==> src/design/cpu16_pkg.sv <==
// Shared opcodes, ALU codes, register numbers and pipeline structs; referenced by scoped name
package cpu16_pkg;

    // Instruction opcodes, bits [15:12] of the instruction word
    typedef enum logic [3:0] {
        op_add  = 4'h0,
        op_sub  = 4'h1,
        op_and  = 4'h2,
        op_nor  = 4'h3,
        op_sll  = 4'h4,
        op_srl  = 4'h5,
        op_sra  = 4'h6,
        op_lw   = 4'h7,
        op_sw   = 4'h8,
        op_lhb  = 4'h9,
        op_llb  = 4'ha,
        op_b    = 4'hb,
        op_call = 4'hc,
        op_ret  = 4'hd,
        op_nop  = 4'he,
        op_hlt  = 4'hf
    } opcode_e;

    // ALU operations; codes 0..6 line up with opcodes add..sra
    typedef enum logic [2:0] {
        alu_add = 3'b000,
        alu_sub = 3'b001,
        alu_and = 3'b010,
        alu_nor = 3'b011,
        alu_sll = 3'b100,
        alu_srl = 3'b101,
        alu_sra = 3'b110,
        alu_nop = 3'b111  // Also the bubble code
    } alu_op_e;

    localparam logic [3:0] reg_ds = 4'd14;  // Data segment register
    localparam logic [3:0] reg_sp = 4'd15;  // Stack pointer

    // Control bits that travel on to EX and later, 13 bits
    typedef struct packed {
        logic    reg_write;
        logic    mem_write;
        logic    mem_read;
        logic    mem_to_reg;
        logic    alu_src;     // Immediate as ALU operand B
        alu_op_e alu_op;
        logic    branch;
        logic    call;
        logic    ret;
        logic    load_half;
        logic    half_spec;   // 0 -> lhb, 1 -> llb
    } ex_ctrl_t;

    // Full control word; the last four bits are used inside ID only
    typedef struct packed {
        ex_ctrl_t ex;
        logic     data_reg;     // Port 1 reads the data segment register
        logic     stack_reg;    // Port 1 reads the stack pointer
        logic     reg_rt_src;   // rt taken from the load/save register field
        logic     sign_ext_sel; // 1 -> 8-bit immediate, 0 -> 4-bit
    } ctrl_t;

    // ID/EX pipeline entry
    typedef struct packed {
        ex_ctrl_t    ctrl;
        logic [15:0] read_data_1;
        logic [15:0] read_data_2;
        logic [15:0] sign_ext;
        logic [3:0]  rd;          // Load/save or destination register
        logic [2:0]  branch_cond;
        logic [11:0] call_target;
        logic [15:0] pc;
    } id_ex_t;

    // Write-back port
    typedef struct packed {
        logic        we;
        logic [3:0]  rd;
        logic [15:0] data;
    } wb_t;

    // Bubble entry: no control, ALU no-op, data zero
    localparam id_ex_t id_ex_bubble = '{ctrl: '{alu_op: alu_nop, default: '0}, default: '0};

endpackage
==> src/design/decode_stage.sv <==
// Top level of the cpu16 decode stage: decode unit feeding the ID/EX pipeline register
`timescale 1ns/10ps

module decode_stage #(
    parameter logic [15:0] SP_INIT = 16'hffff   // Stack pointer reset value
) (
    input  logic              clk,
    input  logic              rst,
    input  logic [15:0]       instr,
    input  logic [15:0]       pc,
    input  logic              instr_valid,
    input  cpu16_pkg::wb_t    wb,
    input  logic [3:0]        ex_mem_rd,
    input  logic              ex_mem_we,
    input  logic              pc_update,
    output cpu16_pkg::id_ex_t id_ex,
    output logic              stall,
    output logic              pc_hazard
);

    cpu16_pkg::id_ex_t id_ex_next;
    logic              bubble;
    logic [3:0]        id_ex_rd;
    logic              id_ex_we;

    id_unit #(
        .SP_INIT (SP_INIT)
    ) u_id (
        .clk         (clk),
        .rst         (rst),
        .instr       (instr),
        .pc          (pc),
        .instr_valid (instr_valid),
        .wb          (wb),
        .ex_mem_rd   (ex_mem_rd),
        .ex_mem_we   (ex_mem_we),
        .id_ex_rd    (id_ex_rd),
        .id_ex_we    (id_ex_we),
        .pc_update   (pc_update),
        .id_ex_next  (id_ex_next),
        .bubble      (bubble),
        .stall       (stall),
        .pc_hazard   (pc_hazard)
    );

    // Destination loops back for the next compare
    id_ex_reg u_id_ex (
        .clk        (clk),
        .rst        (rst),
        .bubble     (bubble),
        .id_ex_next (id_ex_next),
        .id_ex      (id_ex),
        .id_ex_rd   (id_ex_rd),
        .id_ex_we   (id_ex_we)
    );

endmodule

==> src/design/id_ex_reg.sv <==
// ID/EX pipeline register; loads the decoded entry or a bubble and exposes its destination
`timescale 1ns/10ps

module id_ex_reg (
    input  logic              clk,
    input  logic              rst,
    input  logic              bubble,       // Hazard or no valid instruction
    input  cpu16_pkg::id_ex_t id_ex_next,
    output cpu16_pkg::id_ex_t id_ex,
    output logic [3:0]        id_ex_rd,     // To hazard compare
    output logic              id_ex_we
);

    // Held ID instruction stays at fetch, so no hold path is needed here
    always_ff @(posedge clk) begin
        if (rst || bubble) begin
            id_ex <= cpu16_pkg::id_ex_bubble;   // Zeroed fields, ALU no-op
        end else begin
            id_ex <= id_ex_next;
        end
    end

    // Bubble has reg_write clear, so it never matches
    assign id_ex_rd = id_ex.rd;
    assign id_ex_we = id_ex.ctrl.reg_write;

endmodule

==> src/design/id_unit.sv <==
// Decode datapath: splits the instruction, reads registers, extends immediates, flags bubbles
`timescale 1ns/10ps

module id_unit #(
    parameter logic [15:0] SP_INIT = 16'hffff
) (
    input  logic              clk,
    input  logic              rst,
    input  logic [15:0]       instr,
    input  logic [15:0]       pc,
    input  logic              instr_valid,
    input  cpu16_pkg::wb_t    wb,
    input  logic [3:0]        ex_mem_rd,
    input  logic              ex_mem_we,
    input  logic [3:0]        id_ex_rd,    // Held ID/EX destination
    input  logic              id_ex_we,
    input  logic              pc_update,
    output cpu16_pkg::id_ex_t id_ex_next,
    output logic              bubble,
    output logic              stall,       // Back to fetch
    output logic              pc_hazard
);

    cpu16_pkg::opcode_e opcode;
    cpu16_pkg::ctrl_t   ctrl;
    logic [3:0]         ls_reg;       // [11:8] load/save or destination
    logic [3:0]         rs;           // [7:4]
    logic [3:0]         rt_field;     // [3:0], also the 4-bit immediate
    logic [7:0]         ls_imm;       // [7:0]
    logic [3:0]         rt_sel;
    logic [3:0]         rs_eff;       // Register port 1 really reads
    logic [15:0]        read_data_1;
    logic [15:0]        read_data_2;
    logic [15:0]        sign_ext;
    logic               arith_rr;
    logic               shift_op;
    logic               rs_used;
    logic               rt_used;
    logic               data_hazard;

    // Field split
    assign opcode   = cpu16_pkg::opcode_e'(instr[15:12]);
    assign ls_reg   = instr[11:8];
    assign rs       = instr[7:4];
    assign rt_field = instr[3:0];
    assign ls_imm   = instr[7:0];

    ctrl_decode u_ctrl (
        .opcode (opcode),
        .ctrl   (ctrl)
    );

    // Stores and half loads read rt from [11:8]
    assign rt_sel = ctrl.reg_rt_src ? ls_reg : rt_field;

    reg_file #(
        .SP_INIT (SP_INIT)
    ) u_regs (
        .clk         (clk),
        .rst         (rst),
        .wb          (wb),
        .data_reg    (ctrl.data_reg),
        .stack_reg   (ctrl.stack_reg),
        .rs          (rs),
        .rt          (rt_sel),
        .read_data_1 (read_data_1),
        .read_data_2 (read_data_2)
    );

    // Source usage for hazard checks
    assign arith_rr = opcode inside {cpu16_pkg::op_add, cpu16_pkg::op_sub,
                                     cpu16_pkg::op_and, cpu16_pkg::op_nor};
    assign shift_op = opcode inside {cpu16_pkg::op_sll, cpu16_pkg::op_srl,
                                     cpu16_pkg::op_sra};
    assign rs_used  = arith_rr || shift_op || ctrl.data_reg || ctrl.stack_reg;
    assign rt_used  = arith_rr || ctrl.reg_rt_src;

    // DS and SP replace rs on port 1, compare what is read
    assign rs_eff = ctrl.data_reg  ? cpu16_pkg::reg_ds :
                    ctrl.stack_reg ? cpu16_pkg::reg_sp : rs;

    hazard_fsm u_hazard (
        .clk         (clk),
        .rst         (rst),
        .rs          (rs_eff),
        .rt          (rt_sel),
        .rt_used     (rt_used),
        .rs_used     (rs_used),
        .instr_valid (instr_valid),
        .is_call_ret (ctrl.ex.call || ctrl.ex.ret),
        .id_ex_rd    (id_ex_rd),
        .id_ex_we    (id_ex_we),
        .ex_mem_rd   (ex_mem_rd),
        .ex_mem_we   (ex_mem_we),
        .wb          (wb),
        .pc_update   (pc_update),
        .data_hazard (data_hazard),
        .pc_hazard   (pc_hazard)
    );

    // Sign extension, 8-bit load/save/branch or 4-bit arith immediate
    assign sign_ext = ctrl.sign_ext_sel ? {{8{ls_imm[7]}}, ls_imm}
                                        : {{12{rt_field[3]}}, rt_field};

    always_comb begin
        id_ex_next.ctrl        = ctrl.ex;      // ID-only bits dropped here
        id_ex_next.read_data_1 = read_data_1;
        id_ex_next.read_data_2 = read_data_2;
        id_ex_next.sign_ext    = sign_ext;
        id_ex_next.rd          = ls_reg;
        id_ex_next.branch_cond = instr[10:8];
        id_ex_next.call_target = instr[11:0];
        id_ex_next.pc          = pc;
    end

    assign stall  = data_hazard || pc_hazard;
    assign bubble = stall || !instr_valid;   // Nothing consumed this edge

endmodule

==> src/design/hazard_fsm.sv <==
// Data hazard detection and call/return PC hold state machine for the decode stage
`timescale 1ns/10ps

module hazard_fsm (
    input  logic           clk,
    input  logic           rst,
    input  logic [3:0]     rs,          // Effective port 1 register
    input  logic [3:0]     rt,          // Selected port 2 register
    input  logic           rt_used,
    input  logic           rs_used,
    input  logic           instr_valid,
    input  logic           is_call_ret,
    input  logic [3:0]     id_ex_rd,
    input  logic           id_ex_we,
    input  logic [3:0]     ex_mem_rd,
    input  logic           ex_mem_we,
    input  cpu16_pkg::wb_t wb,
    input  logic           pc_update,   // One-cycle pulse from PC updater
    output logic           data_hazard,
    output logic           pc_hazard
);

    typedef enum logic {
        RUN,
        HOLD_PC
    } state_t;

    state_t state;
    state_t state_next;
    logic   rs_hit;
    logic   rt_hit;

    // Any in-flight writer of this register
    function automatic logic in_flight(input logic [3:0] src);
        logic hit;
        hit = (id_ex_we && id_ex_rd == src) ||
              (ex_mem_we && ex_mem_rd == src) ||
              (wb.we && wb.rd == src);   // Written only at this edge
        return hit && (src != 4'd0);     // r0 never conflicts
    endfunction

    // Source matches against pending writers
    always_comb begin
        rs_hit = rs_used && in_flight(rs);
        rt_hit = rt_used && in_flight(rt);
    end

    assign data_hazard = instr_valid && (rs_hit || rt_hit);

    always_comb begin
        state_next = state;
        case (state)
            RUN: begin
                // Consumed call or ret freezes fetch
                if (instr_valid && is_call_ret && !data_hazard) begin
                    state_next = HOLD_PC;
                end
            end
            HOLD_PC: begin
                if (pc_update) begin
                    state_next = RUN;
                end
            end
            default: state_next = RUN;
        endcase
    end

    always_ff @(posedge clk) begin
        if (rst) begin
            state <= RUN;
        end else begin
            state <= state_next;
        end
    end

    assign pc_hazard = (state == HOLD_PC);

endmodule

==> src/design/ctrl_decode.sv <==
// Combinational opcode to control table for the decode stage, one row per opcode
`timescale 1ns/10ps

module ctrl_decode (
    input  cpu16_pkg::opcode_e opcode,
    output cpu16_pkg::ctrl_t   ctrl
);

    always_comb begin
        ctrl           = '0;                  // Defaults cover nop and hlt
        ctrl.ex.alu_op = cpu16_pkg::alu_nop;
        case (opcode)
            cpu16_pkg::op_add, cpu16_pkg::op_sub,
            cpu16_pkg::op_and, cpu16_pkg::op_nor: begin
                ctrl.ex.reg_write = 1'b1;
                ctrl.ex.alu_op    = cpu16_pkg::alu_op_e'(opcode[2:0]);  // Same encoding
            end
            cpu16_pkg::op_sll, cpu16_pkg::op_srl, cpu16_pkg::op_sra: begin
                ctrl.ex.reg_write = 1'b1;
                ctrl.ex.alu_src   = 1'b1;     // 4-bit shift amount
                ctrl.ex.alu_op    = cpu16_pkg::alu_op_e'(opcode[2:0]);
            end
            cpu16_pkg::op_lw: begin
                ctrl.ex.reg_write  = 1'b1;
                ctrl.ex.mem_read   = 1'b1;
                ctrl.ex.mem_to_reg = 1'b1;
                ctrl.ex.alu_src    = 1'b1;
                ctrl.ex.alu_op     = cpu16_pkg::alu_add;  // DS + offset
                ctrl.data_reg      = 1'b1;
                ctrl.sign_ext_sel  = 1'b1;
            end
            cpu16_pkg::op_sw: begin
                ctrl.ex.mem_write = 1'b1;
                ctrl.ex.alu_src   = 1'b1;
                ctrl.ex.alu_op    = cpu16_pkg::alu_add;
                ctrl.data_reg     = 1'b1;
                ctrl.reg_rt_src   = 1'b1;     // Store data from [11:8]
                ctrl.sign_ext_sel = 1'b1;
            end
            cpu16_pkg::op_lhb, cpu16_pkg::op_llb: begin
                ctrl.ex.reg_write = 1'b1;
                ctrl.ex.alu_src   = 1'b1;
                ctrl.ex.load_half = 1'b1;
                ctrl.ex.half_spec = (opcode == cpu16_pkg::op_llb);
                ctrl.reg_rt_src   = 1'b1;     // Old value keeps the other half
                ctrl.sign_ext_sel = 1'b1;
            end
            cpu16_pkg::op_b: begin
                ctrl.ex.branch    = 1'b1;
                ctrl.sign_ext_sel = 1'b1;     // 8-bit offset
            end
            cpu16_pkg::op_call: begin
                ctrl.ex.call      = 1'b1;
                ctrl.ex.mem_write = 1'b1;     // Push return address
                ctrl.stack_reg    = 1'b1;
            end
            cpu16_pkg::op_ret: begin
                ctrl.ex.ret      = 1'b1;
                ctrl.ex.mem_read = 1'b1;      // Pop return address
                ctrl.stack_reg   = 1'b1;
            end
            default: begin
            end
        endcase
    end

endmodule

==> src/design/reg_file.sv <==
// Register file of sixteen 16-bit registers for the decode stage, with SP reset write
`timescale 1ns/10ps

module reg_file #(
    parameter logic [15:0] SP_INIT = 16'hffff
) (
    input  logic              clk,
    input  logic              rst,
    input  cpu16_pkg::wb_t    wb,          // Write-back port
    input  logic              data_reg,    // Port 1 forced to reg 14
    input  logic              stack_reg,   // Port 1 forced to reg 15
    input  logic [3:0]        rs,
    input  logic [3:0]        rt,
    output logic [15:0]       read_data_1,
    output logic [15:0]       read_data_2
);

    logic [15:0] regs [16];  // Entry 0 never written
    logic [3:0]  rd1_sel;    // Effective port 1 register

    // Writes at the edge; reset owns the port and only loads SP
    always_ff @(posedge clk) begin
        if (rst) begin
            regs[cpu16_pkg::reg_sp] <= SP_INIT;
        end else if (wb.we && wb.rd != 4'd0) begin
            regs[wb.rd] <= wb.data;
        end
    end

    // Special register selection for port 1
    always_comb begin
        if (data_reg) begin
            rd1_sel = cpu16_pkg::reg_ds;
        end else if (stack_reg) begin
            rd1_sel = cpu16_pkg::reg_sp;
        end else begin
            rd1_sel = rs;
        end
    end

    // Combinational reads, r0 is hardwired zero
    assign read_data_1 = (rd1_sel == 4'd0) ? 16'h0000 : regs[rd1_sel];
    assign read_data_2 = (rt == 4'd0) ? 16'h0000 : regs[rt];

endmodule

==> config.mk <==
export PLATFORM = sky130hd
export DESIGN_NAME = decode_stage
export DESIGN_NICKNAME = d
export VERILOG_FILES = /design/src/design/cpu16_pkg.sv /design/src/design/decode_stage.sv /design/src/design/id_ex_reg.sv /design/src/design/id_unit.sv /design/src/design/hazard_fsm.sv /design/src/design/ctrl_decode.sv /design/src/design/reg_file.sv
export SDC_FILE = /design/constraint.sdc
export NUM_CORES = 1
export LEC_CHECK = 0
export ABC_AREA = 1
export BUFFER_PORTS_ARGS = -buffer_cell sky130_fd_sc_hd__clkbuf_2
export CORE_MARGIN = 2
export CORE_UTILIZATION = 53
export CTS_CLUSTER_DIAMETER = 150
export DETAILED_ROUTE_END_ITERATION = 10
export PLACE_DENSITY_LB_ADDON = 0.3
export REMOVE_ABC_BUFFERS = 1
export SYNTH_ARGS = -nofsm -noshare
export SYNTH_HDL_FRONTEND = slang
export SYNTH_SLANG_ARGS = --single-unit
export TNS_END_PERCENT = 20
==> constraint.sdc <==
create_clock -name clk -period 4.45 [get_ports clk]
set_input_delay 0.89 -clock clk [delete_from_list [all_inputs] [get_ports clk]]
set_output_delay 0.89 -clock clk [all_outputs]
set_load 0.02 [all_outputs]
==> results of run 1 <==
[cell families after synthesis]
kind of cell | after synthesis
and+or+nand+nor | 679
AOI/OAI and AO/OA | 405
DFF | 334
buffers and inverters | 244
xor gates and xnor gates | 2
other | 1
[layout make-up]
class	count	area (sq um)
clock buffer	55	1060
clock inverter	9	40.0
fill	2380	11100
inverter	115	433
multi-input combinational	1102	5460
sequential	334	9250
tap	384	480
timing repair buffer	195	1090
[placed cells by master (no fill, tap or decap), types with 25 or more instances in the layout]
| cell | Yosys | final |
|---|---|---|
| dfxtp_1 | 78 | 78 |
| o221ai_1 | 96 | 96 |
| nand3_1 | 80 | 80 |
| inv_1 | 109 | 109 |
| clkbuf_2 | 0 | 160 |
| o21ai_1 | 26 | 25 |
| nor2_2 | 24 | 37 |
| buf_4 | 27 | 34 |
| nand2_1 | 232 | 229 |
| edfxtp_1 | 256 | 256 |
| a21oi_1 | 54 | 54 |
| nor2_1 | 304 | 290 |
| o21ai_0 | 210 | 210 |
| clkbuf_16 | 0 | 38 |
[report_power, final]
group	internal, mW	switching [mW]
registers	3.45	0.0464
clock network	1.63	1.15
logic	0.280	0.710
[per-layer routing]
layer | wire (microns) | up-vias | part of all wire [%]
met2 | 21900 | 990 | 47
li1 | - | 6001 | -
met3 | 5460 | 161 | 12
met4 | 1980 | 0 | 4.2
met5 | 0 | - | 0
met1 | 17400 | 6239 | 37
[worst min-delay path by stage]
stage | startpoint | to | slack (ps)
floorplan | u_id.u_regs.regs[3][2]$_DFFE_PP_ | u_id_ex.id_ex[69]$_SDFF_PP0_ | 700
global placement | u_id.u_regs.regs[7][10]$_DFFE_PP_ | u_id_ex.id_ex[77]$_SDFF_PP0_ | 740
detailed placement | u_id.u_regs.regs[3][10]$_DFFE_PP_ | u_id_ex.id_ex[77]$_SDFF_PP0_ | 750
CTS | pc[10] | u_id_ex.id_ex[10]$_SDFF_PP0_ | 560
global route | pc[10] | u_id_ex.id_ex[10]$_SDFF_PP0_ | 570
finish | pc[10] | u_id_ex.id_ex[10]$_SDFF_PP0_ | 570
[worst min-delay path, delay by kind of cell]
| kind | cells | cell delay, ps |
|---|---|---|
| buf+inv | 2 | 120 |
| simple gates | 1 | 30 |
==> out/metrics.csv, run 1 <==
stage;metric;value;unit
critical_path;slowest_stage;clkbuf_2;
floorplan;die_w;176;microns
timing;layout_min_cycle_time;3870;ps
clock_tree;post_cts_buffers;0;
cells_and_area;final_area;17800;sq um
synthesis;synth-edff-count;256;
synthesis;yosys.area.top_type;edfxtp_1;
synthesis;ys_types;32;
placed_design;hpwlAfterDp;27700;microns
power;power;7.27;mW
power;cellLeakagePower;7.26;nW
placed_design;dpl_cell_area;16700;sq um
synthesis;yosys.area.top_type_share;49.1;%
timing;worst_pin_slew;908;ps
critical_path;arrival;2980;ps
synthesis;synth-seq-area-share;59.1;%
critical_path;r2r_end;u_id_ex.id_ex[53]$_SDFF_PP0_;
timing;drv_slew;0;
timing;fin_hold_ws;575;ps
synthesis;ys_warn_count;0;
cells_and_area;finalNonFillerCells;2194;
cells_and_area;largest_register_ffs;256;
route;wl;46800;microns
run;maxCapViolations;0;
floorplan;core;28900;sq um
placed_design;dpl.cell_count;2130;
floorplan;io_pins;160;
floorplan;initial_utilization;54.2;%
synthesis;synth_xor_area_share;0.112;%
clock_tree;cts_resized;0;
global_route;grt_remaining_overflow;0;
critical_path;cp.required;3560;ps
global_route;antenna_found_initial;0;
placed_design;gp_congestion;0.863;
hold_path;min_path_type;in -> reg;
floorplan;die_height;176;microns
clock_tree;clkTransAtPathRegs;50;ps
critical_path;cpPeakStageDelay;220;ps
power;ir_drop;0.000314;V
synthesis;yosys.area_share.simple;18.4;%
clock_tree;tritoncts;done;
route;firstDrtPassIters;6;
global_route;top_usage_layer;met2;
route;wire_per_inst;21.3;microns
clock_tree;cts_hold_buffers;0;
critical_path;crit_end;stall;
critical_path;path_common_cell;nand2_1;
global_route;grtUsageTotal;29.9;%
cells_and_area;nNetsFinal;1846;
global_route;grt_util_met3;5.87;%
global_route;grt_max_degree;86;
synthesis;synth_top_cells_by_area;edfxtp_1, dfxtp_1, nor2_1;
synthesis;syn_inst;1665;
clock_tree;clock_latency;510;ps
synthesis;syn_area;15600;sq um
clock_tree;cts_buffers;36;
route;drc_errors;0;
route;num_vias;13400;
run_status;status;finished clean;
critical_path;reg2regPathDepth;10;
clock_tree;h-tree-depth;2;
floorplan;dieArea;30900;sq um
critical_path;startpoint_type;input pin;
route;vias_per_cell;6.10;
timing;rsz0062_at_grt;false;
synthesis;postSynth.asyncResetShare;0;%
global_route;met1_usage;37.5;%
synthesis;synthAdderAreaFrac;0;%
placed_design;place.port_buffers;159;
critical_path;critPathLaunch;instr[15];
synthesis;yosys-top-cells-count;nor2_1, edfxtp_1, nand2_1;
synthesis;synth_compound_area_share;15.5;%
critical_path;critical_path.max_fanout;29;
cells_and_area;fin_util;61.7;%
synthesis;syn_avg_cell_area;9.40;sq um
hold_path;min_path_cells;3;
critical_path;cp-end-kind;output pin;
timing;timing_hold_violations_final;0;
power;cellPowerDensity;408;nW/um^2
critical_path;reg2reg_from;u_id_ex.id_ex[25]$_SDFF_PP0_;
timing;slew_headroom;39.5;%
synthesis;synth_flop_cell;edfxtp_1;
route;drt_iter0_markers;1891;
critical_path;worstSetupPathType;in -> out;
clock_tree;cts_sinks;334;
cells_and_area;drive_gt1_share;17.8;%
timing;finClkSkew;13.3;ps
clock_tree;cts_buffer_depth;3;
critical_path;cp_num_cells;16;
floorplan;core.rowCount;62;
global_route;grt_pass1_wl;70700;microns
timing;setup_slack;581;ps
synthesis;synth_most_common_cell;nor2_1;
critical_path;r2r_slack;2240;ps
synthesis;synth_seq_cells;334;
route;detail-route-antenna-nets;0;
synthesis;synthMuxAreaShare;0;%
global_route;grt_pass1_vias;13200;
global_route;met2_usage;49.6;%
cells_and_area;syn2layout_area_growth;13.8;%
cells_and_area;antennaDiodeCount;0;
synthesis;synth_top_family_by_area;simple AND/OR/NAND/NOR gates;
timing;fin_setup_tns;0;ps
critical_path;crit_family;simple AND/OR/NAND/NOR gates;
critical_path;crit_chain;clkbuf_2 > inv_2 > nor2_4 > nand2_4 > nand2_1 > nand2_4 > nand2_1 > nand2_1 > nor2_1 > nand3_1 > nand3_1 > nand2_1 > nand2_1 > nand2_4 > nand2_1 > clkbuf_2;
clock_tree;cts_root_buffer;clkbuf_16;
timing;setup_viol;0;
timing;max_freq;258;MHz
placed_design;dp_slack;631;ps
critical_path;critPathBufInv;3;
timing;fin_crit_sh;86.9;%
No activity file was read; power rests on OpenSTA's default activity.
==> inputs of run 2 (changes only) <==
--- a/config.mk
+++ b/config.mk
@@ -13,6 +13,7 @@
 export DETAILED_ROUTE_END_ITERATION = 10
 export PLACE_DENSITY_LB_ADDON = 0.3
 export REMOVE_ABC_BUFFERS = 1
+export SKIP_CTS_REPAIR_TIMING = 1
 export SYNTH_ARGS = -nofsm -noshare
 export SYNTH_HDL_FRONTEND = slang
 export SYNTH_SLANG_ARGS = --single-unit
==> constraint.sdc (replaced) <==
create_clock -name clk -period 4.2 [get_ports clk]
set_input_delay 0.84 -clock clk [delete_from_list [all_inputs] [get_ports clk]]
set_output_delay 0.84 -clock clk [all_outputs]
set_load 0.02 [all_outputs]
==> run 2 against run 1 <==
Effect of this change:
- routed wire length is 0.76% higher
- first-iteration DRC count is 14% lower
- count of clock-buffer cells in the layout is 1 higher
- die area stayed put
- critical path type unchanged
==> out/metrics.csv, run 2 (same netlist as run 1, synthesis figures left out) <==
stage;metric;value;unit;change
clock_tree;tritoncts;done;;
placed_design;hpwlAfterDp;27200;microns;-2.1%
global_route;antenna_found_initial;0;;unchanged
global_route;grt_util_met3;6.77;%;+0.91 points
power;cellLeakagePower;7.31;nW;+0.59%
floorplan;dieArea;30900;sq um;unchanged
critical_path;crit_end;stall;;
timing;rsz0062_at_grt;false;;
route;vias_per_cell;6.10;;about the same
critical_path;r2r_slack;2110;ps;-130 ps
critical_path;crit_chain;clkbuf_2 > inv_2 > nor2_4 > nand2_4 > nand2_2 > nand2_2 > nand2_1 > nand2_1 > inv_1 > nand3_1 > nand3_1 > nand2_1 > nand2_1 > nand2_4 > nand2_1 > clkbuf_2;;
clock_tree;cts_sinks;334;;unchanged
timing;max_freq;269;MHz;
critical_path;reg2reg_from;u_id_ex.id_ex[25]$_SDFF_PP0_;;
floorplan;die_w;176;microns;unchanged
route;drt_iter0_markers;1617;;-14%
clock_tree;clkTransAtPathRegs;60;ps;about the same
global_route;met2_usage;49.2;%;-0.41 points
floorplan;core;28900;sq um;unchanged
cells_and_area;syn2layout_area_growth;14.3;%;
power;ir_drop;0.000389;V;+24%
run_status;status;finished clean;;
power;power;7.84;mW;+7.9%
critical_path;critPathLaunch;instr[15];;
critical_path;worstSetupPathType;in -> out;;
route;wire_per_inst;21.5;microns;+0.71%
route;firstDrtPassIters;8;;+2
floorplan;die_height;176;microns;unchanged
global_route;grt_remaining_overflow;0;;unchanged
global_route;grtUsageTotal;30.0;%;+0.070 points
cells_and_area;nNetsFinal;1846;;unchanged
critical_path;cp-end-kind;output pin;;
cells_and_area;fill_cells;2366;;-0.59%
critical_path;reg2regPathDepth;10;;unchanged
timing;fin_crit_sh;88.6;%;
critical_path;slowest_stage;nand2_2;;
placed_design;place.port_buffers;159;;unchanged
timing;drv_slew;0;;unchanged
floorplan;initial_utilization;54.2;%;unchanged
timing;setup_viol;0;;unchanged
critical_path;startpoint_type;input pin;;
critical_path;r2r_end;u_id_ex.id_ex[72]$_SDFF_PP0_;;
clock_tree;cts_buffers;37;;+2.8%
floorplan;core.rowCount;62;;unchanged
timing;slew_headroom;40.1;%;+0.62 points
clock_tree;cts_buffer_depth;3;;unchanged
route;num_vias;13400;;+0.052%
cells_and_area;final_common_cell;nor2_1;;
route;wl;47100;microns;+0.76%
critical_path;critical_path.max_fanout;11;;-62%
clock_tree;clock_latency;520;ps;about the same
timing;timing_hold_violations_final;0;;unchanged
cells_and_area;fin_util;62.0;%;+0.28 points
cells_and_area;largest_register_ffs;256;;unchanged
global_route;grt_pass1_wl;70500;microns;-0.21%
global_route;met1_usage;37.4;%;-0.13 points
hold_path;min_path_type;in -> reg;;
critical_path;cpPeakStageDelay;260;ps;+40 ps
cells_and_area;drive_gt1_share;18.3;%;+0.50 points
critical_path;arrival;2880;ps;-100 ps
route;detail-route-antenna-nets;0;;unchanged
global_route;top_usage_layer;met2;;
floorplan;io_pins;160;;unchanged
critical_path;path_common_cell;nand2_1;;
power;cellPowerDensity;438;nW/um^2;+7.4%
timing;worst_pin_slew;898;ps;-9.37 ps
global_route;grt_pass1_vias;13200;;-0.41%
cells_and_area;final_cell_mix;nor2_1, edfxtp_1, nand2_1;;
clock_tree;h-tree-depth;2;;unchanged
critical_path;cp.required;3360;ps;-200 ps
clock_tree;cts_root_buffer;clkbuf_16;;
global_route;grt_max_degree;129;;+50%
timing;finClkSkew;8.67;ps;-4.60 ps
timing;layout_min_cycle_time;3720;ps;
placed_design;gp_congestion;0.920;;+6.6%
run;maxCapViolations;0;;unchanged
route;drc_errors;0;;unchanged
[run 2: changes by cell type in the layout (fill, tap and decap cells not counted)]
cell,previous run,this run
buf_4,34,30
clkbuf_8,4,7
clkbuf_4,0,2
buf_12,2,5
clkbuf_2,160,159
diode_2,0,1
inv_4,0,2
clkinv_1,7,1
clkinvlp_4,0,1
clkinv_4,1,0
clkinv_2,2,6
clkbuf_1,12,9
[run 2: worst max-delay path, delay by kind of cell]
kind                   cells  cell delay, ps
and+or+nand+nor           12            1500
buffers and inverters      4             550
[run 2: how the worst min path moves through the flow]
stage / depth (start not counted) / endpoint / startpoint / slack, ps
after floorplan: 6 / u_id_ex.id_ex[69]$_SDFF_PP0_ / u_id.u_regs.regs[3][2]$_DFFE_PP_ / 700
after global placement: 3 / u_id_ex.id_ex[92]$_SDFF_PP0_ / u_id.u_hazard.pc_hazard$_SDFF_PP0_ / 700
after detailed placement: 3 / u_id_ex.id_ex[92]$_SDFF_PP0_ / u_id.u_hazard.pc_hazard$_SDFF_PP0_ / 710
after CTS: 3 / u_id_ex.id_ex[3]$_SDFF_PP0_ / pc[3] / 500
after global routing: 3 / u_id_ex.id_ex[4]$_SDFF_PP0_ / pc[4] / 510
final: 3 / u_id_ex.id_ex[8]$_SDFF_PP0_ / pc[8] / 510
[run 2: per-stage QoR]
stage / instance area [sq um] / TNS, ps / hold slack, ps / cells / setup slack (ps)
finish: 17900 / 0 / 506 / 2195 / 478
detailed placement: 16700 / 0 / 715 / 2129 / 544
CTS: 17900 / 0 / 503 / 2194 / 540
global route: 17900 / 0 / 513 / 2194 / 307
floorplan: 15100 / -6830 / 697 / 1551 / -469
global placement: 16700 / 0 / 700 / 2129 / 607
[run 2: final cells by class]
| cell class | count | area (sq um) | share of cell area, % |
|---|---|---|---|
| diodes | 1 | 2.50 | 0.0140 |
| inverters | 115 | 433 | 2.42 |
| repair buffers | 194 | 1120 | 6.27 |
| flip-flops and latches | 334 | 9250 | 51.7 |
| clock buffers | 56 | 1100 | 6.13 |
| clock inverters | 9 | 48.8 | 0.273 |
| multi-input cells | 1102 | 5460 | 30.5 |
| well taps | 384 | 480 | 2.69 |
[run 2: power breakdown]
group | internal (mW) | switching (mW)
sequential | 3.65 | 0.0463
combinational | 0.303 | 0.759
clock | 1.80 | 1.28
total | 5.75 | 2.09
[run 2: routing by layer]
layer	wire length (microns)	part of all wire (%)
met1	17100	36
met2	22000	47
met3	5910	13
met4	2100	4.4
met5	0	0
==> inputs of run 3 (changes only) <==
--- a/config.mk
+++ b/config.mk
@@ -12,6 +12,7 @@
 export CTS_CLUSTER_DIAMETER = 150
 export DETAILED_ROUTE_END_ITERATION = 10
 export PLACE_DENSITY_LB_ADDON = 0.3
+export RECOVER_POWER = 50
 export REMOVE_ABC_BUFFERS = 1
 export SKIP_CTS_REPAIR_TIMING = 1
 export SYNTH_ARGS = -nofsm -noshare
==> constraint.sdc (replaced) <==
create_clock -name clk -period 3.6 [get_ports clk]
set_input_delay 0.72 -clock clk [delete_from_list [all_inputs] [get_ports clk]]
set_output_delay 0.72 -clock clk [all_outputs]
set_load 0.02 [all_outputs]
==> run 3 against run 2 <==
Effect of this change:
- cell count up 0.55%
- critical path depth unchanged
- design area down 0.43%
- via count up 0.71%
- non-clock buffer count up 15
- combinational power up 15%
- first-iteration DRC count up 12%
- critical path type unchanged
- critical endpoint unchanged
- largest cell class unchanged
==> out/metrics.csv, run 3 (same netlist as run 1, synthesis figures left out) <==
stage;metric;value;unit;change
run_status;status;finished clean;;
cells_and_area;final_common_cell;nor2_1;;
timing;fin_setup_tns;0;ps;unchanged
global_route;grt_max_degree;129;;unchanged
critical_path;cpPeakStageDelay;230;ps;-30 ps
timing;finClkSkew;18.3;ps;+9.67 ps
timing;fin_hold_ws;386;ps;-120 ps
run;maxCapViolations;0;;unchanged
route;vias_per_cell;6.11;;+0.16%
critical_path;path_common_cell;nand2_1;;
power;switchingPower;2.40;mW;+15%
critical_path;critical_path.max_fanout;10;;-1
cells_and_area;finalNonFillerCells;2207;;+0.55%
placed_design;dpl_cell_area;16800;sq um;+0.60%
global_route;antenna_found_initial;0;;unchanged
global_route;grt_remaining_overflow;0;;unchanged
clock_tree;clkTransAtPathRegs;60;ps;about the same
global_route;grt_util_met3;5.84;%;-0.93 points
timing;worst_pin_slew;908;ps;+9.61 ps
power;cellLeakagePower;7.00;nW;-4.2%
timing;drv_slew;0;;unchanged
route;firstDrtPassIters;7;;-1
timing;setup_slack;289;ps;-189 ps
critical_path;slowest_stage;clkbuf_2;;
timing;layout_min_cycle_time;3310;ps;
critical_path;arrival;2590;ps;-290 ps
clock_tree;h-tree-depth;2;;unchanged
timing;max_freq;302;MHz;
power;cellPowerDensity;507;nW/um^2;+16%
power;combPwrFrac;13.6;%;about the same
cells_and_area;syn2layout_area_growth;13.8;%;
floorplan;initial_utilization;54.2;%;unchanged
cells_and_area;final_area;17800;sq um;-0.43%
timing;slew_headroom;39.5;%;-0.64 points
route;detail-route-antenna-nets;0;;unchanged
cells_and_area;final_cell_mix;nor2_1, edfxtp_1, nand2_1;;
global_route;met2_usage;48.3;%;-0.87 points
placed_design;gp_congestion;0.966;;+5.0%
critical_path;worstSetupPathType;in -> out;;
global_route;met1_usage;38.9;%;+1.5 points
power;clkPwrFrac;38.6;%;-0.7 points
hold_path;min_path_type;in -> reg;;
global_route;grt_pass1_wl;71000;microns;+0.73%
power;internal_power;6.63;mW;+15%
cells_and_area;antennaDiodeCount;0;;-1
global_route;top_usage_layer;met2;;
clock_tree;cts_buffers;36;;-2.7%
critical_path;crit_chain;clkbuf_2 > inv_2 > nor2_4 > nand2_4 > nand2_1 > nand2_4 > nand2_1 > nand2_1 > nor2_1 > nand3_1 > nand3_1 > nand2_1 > nand2_1 > nand2_4 > nand2_1 > clkbuf_2;;
placed_design;dpl.cell_count;2144;;+0.70%
route;wl;46700;microns;-0.86%
cells_and_area;fill_cells;2427;;+2.6%
placed_design;place.port_buffers;159;;unchanged
floorplan;dieArea;30900;sq um;unchanged
floorplan;die_height;176;microns;unchanged
clock_tree;cts_root_buffer;clkbuf_16;;
placed_design;dp_slack;316;ps;-228 ps
clock_tree;clock_latency;520;ps;about the same
floorplan;core;28900;sq um;unchanged
timing;rsz0062_at_grt;false;;
critical_path;cp-end-kind;output pin;;
cells_and_area;drive_gt1_share;12.3;%;-6.0 points
global_route;grt_pass1_vias;13200;;+0.39%
cells_and_area;largest_register_ffs;256;;unchanged
cells_and_area;seq_area;9250;sq um;unchanged
critical_path;startpoint_type;input pin;;
route;wire_per_inst;21.2;microns;-1.4%
clock_tree;tritoncts;done;;
timing;fin_crit_sh;92.0;%;
power;seqPwrFrac;47.8;%;+0.6 points
power;ir_drop;0.000401;V;+3.1%
timing;setup_viol;0;;unchanged
route;drc_errors;0;;unchanged
route;num_vias;13500;;+0.71%
route;drt_iter0_markers;1807;;+12%
timing;timing_hold_violations_final;0;;unchanged
power;swShare;26.6;%;about the same
floorplan;die_w;176;microns;unchanged
floorplan;io_pins;160;;unchanged
global_route;grtUsageTotal;30.0;%;about the same
floorplan;core.rowCount;62;;unchanged
critical_path;cp.required;2880;ps;-480 ps
cells_and_area;multi_input_area;5460;sq um;unchanged
clock_tree;cts_sinks;334;;unchanged
clock_tree;cts_buffer_depth;3;;unchanged
cells_and_area;nNetsFinal;1860;;+0.76%
placed_design;hpwlAfterDp;27500;microns;+1.2%
## run 3: changes by cell type in the layout (fill, tap and decap cells not counted), sizes merged
cell,previous run,this run
diode,1,0
buf,35,49
clkinv,7,14
bufinv,0,2
inv,116,114
clkbuf,215,205
clkinvlp,1,3
## run 3: metal layers
layer / share of wire [%] / vias to the layer above / routed length, microns
li1: - / 6022 / -
met1: 37 / 6287 / 17200
met2: 46 / 998 / 21500
met3: 13 / 186 / 5860
met5: 0 / - / 0
met4: 4.7 / 0 / 2210
## run 3: final cells by class
class	instances	area share, %
repair buffers	209	6.15
flip-flops and latches	334	51.9
clock inverters	18	0.787
inverters	115	2.43
well taps	384	2.70
multi-input cells	1102	30.6
clock buffers	45	5.37
## run 3: final timing paths
| check | start | end | slack (ps) | depth (start not counted) |
|---|---|---|---|---|
| worst min register to register | u_id.u_regs.regs[3][2]$_DFFE_PP_ | u_id_ex.id_ex[69]$_SDFF_PP0_ | 760 | 6 |
| worst max-delay path | instr[15] | stall | 290 | 16 |
| worst min-delay path | pc[1] | u_id_ex.id_ex[1]$_SDFF_PP0_ | 390 | 3 |
| worst max register to register | u_id_ex.id_ex[25]$_SDFF_PP0_ | u_id_ex.id_ex[72]$_SDFF_PP0_ | 1550 | 10 |
## run 3: power groups by stage
stage / sequential (mW) / combinational (mW) / clock [mW]
global route: 4.32 / 1.33 / 3.68
floorplan: 4.45 / 0.693 / 0
CTS: 4.31 / 1.21 / 3.52
detailed placement: 4.39 / 1.21 / 0
global placement: 4.39 / 1.18 / 0
finish: 4.32 / 1.22 / 3.48
## run 3: worst max-delay path, delay by kind of cell
family        cells  cell delay (ps)
buf+inv           3              510
simple gates     13             1340
## run 3: stage by stage
| step | util (%) | total power, mW |
|---|---|---|
| finish | 61.7 | 9.02 |
| global route | 61.7 | 9.33 |
| CTS | 62.1 | 9.05 |
| detailed placement | 58.4 | 5.60 |
| global placement | 58.4 | 5.57 |
| floorplan | - | 5.14 |
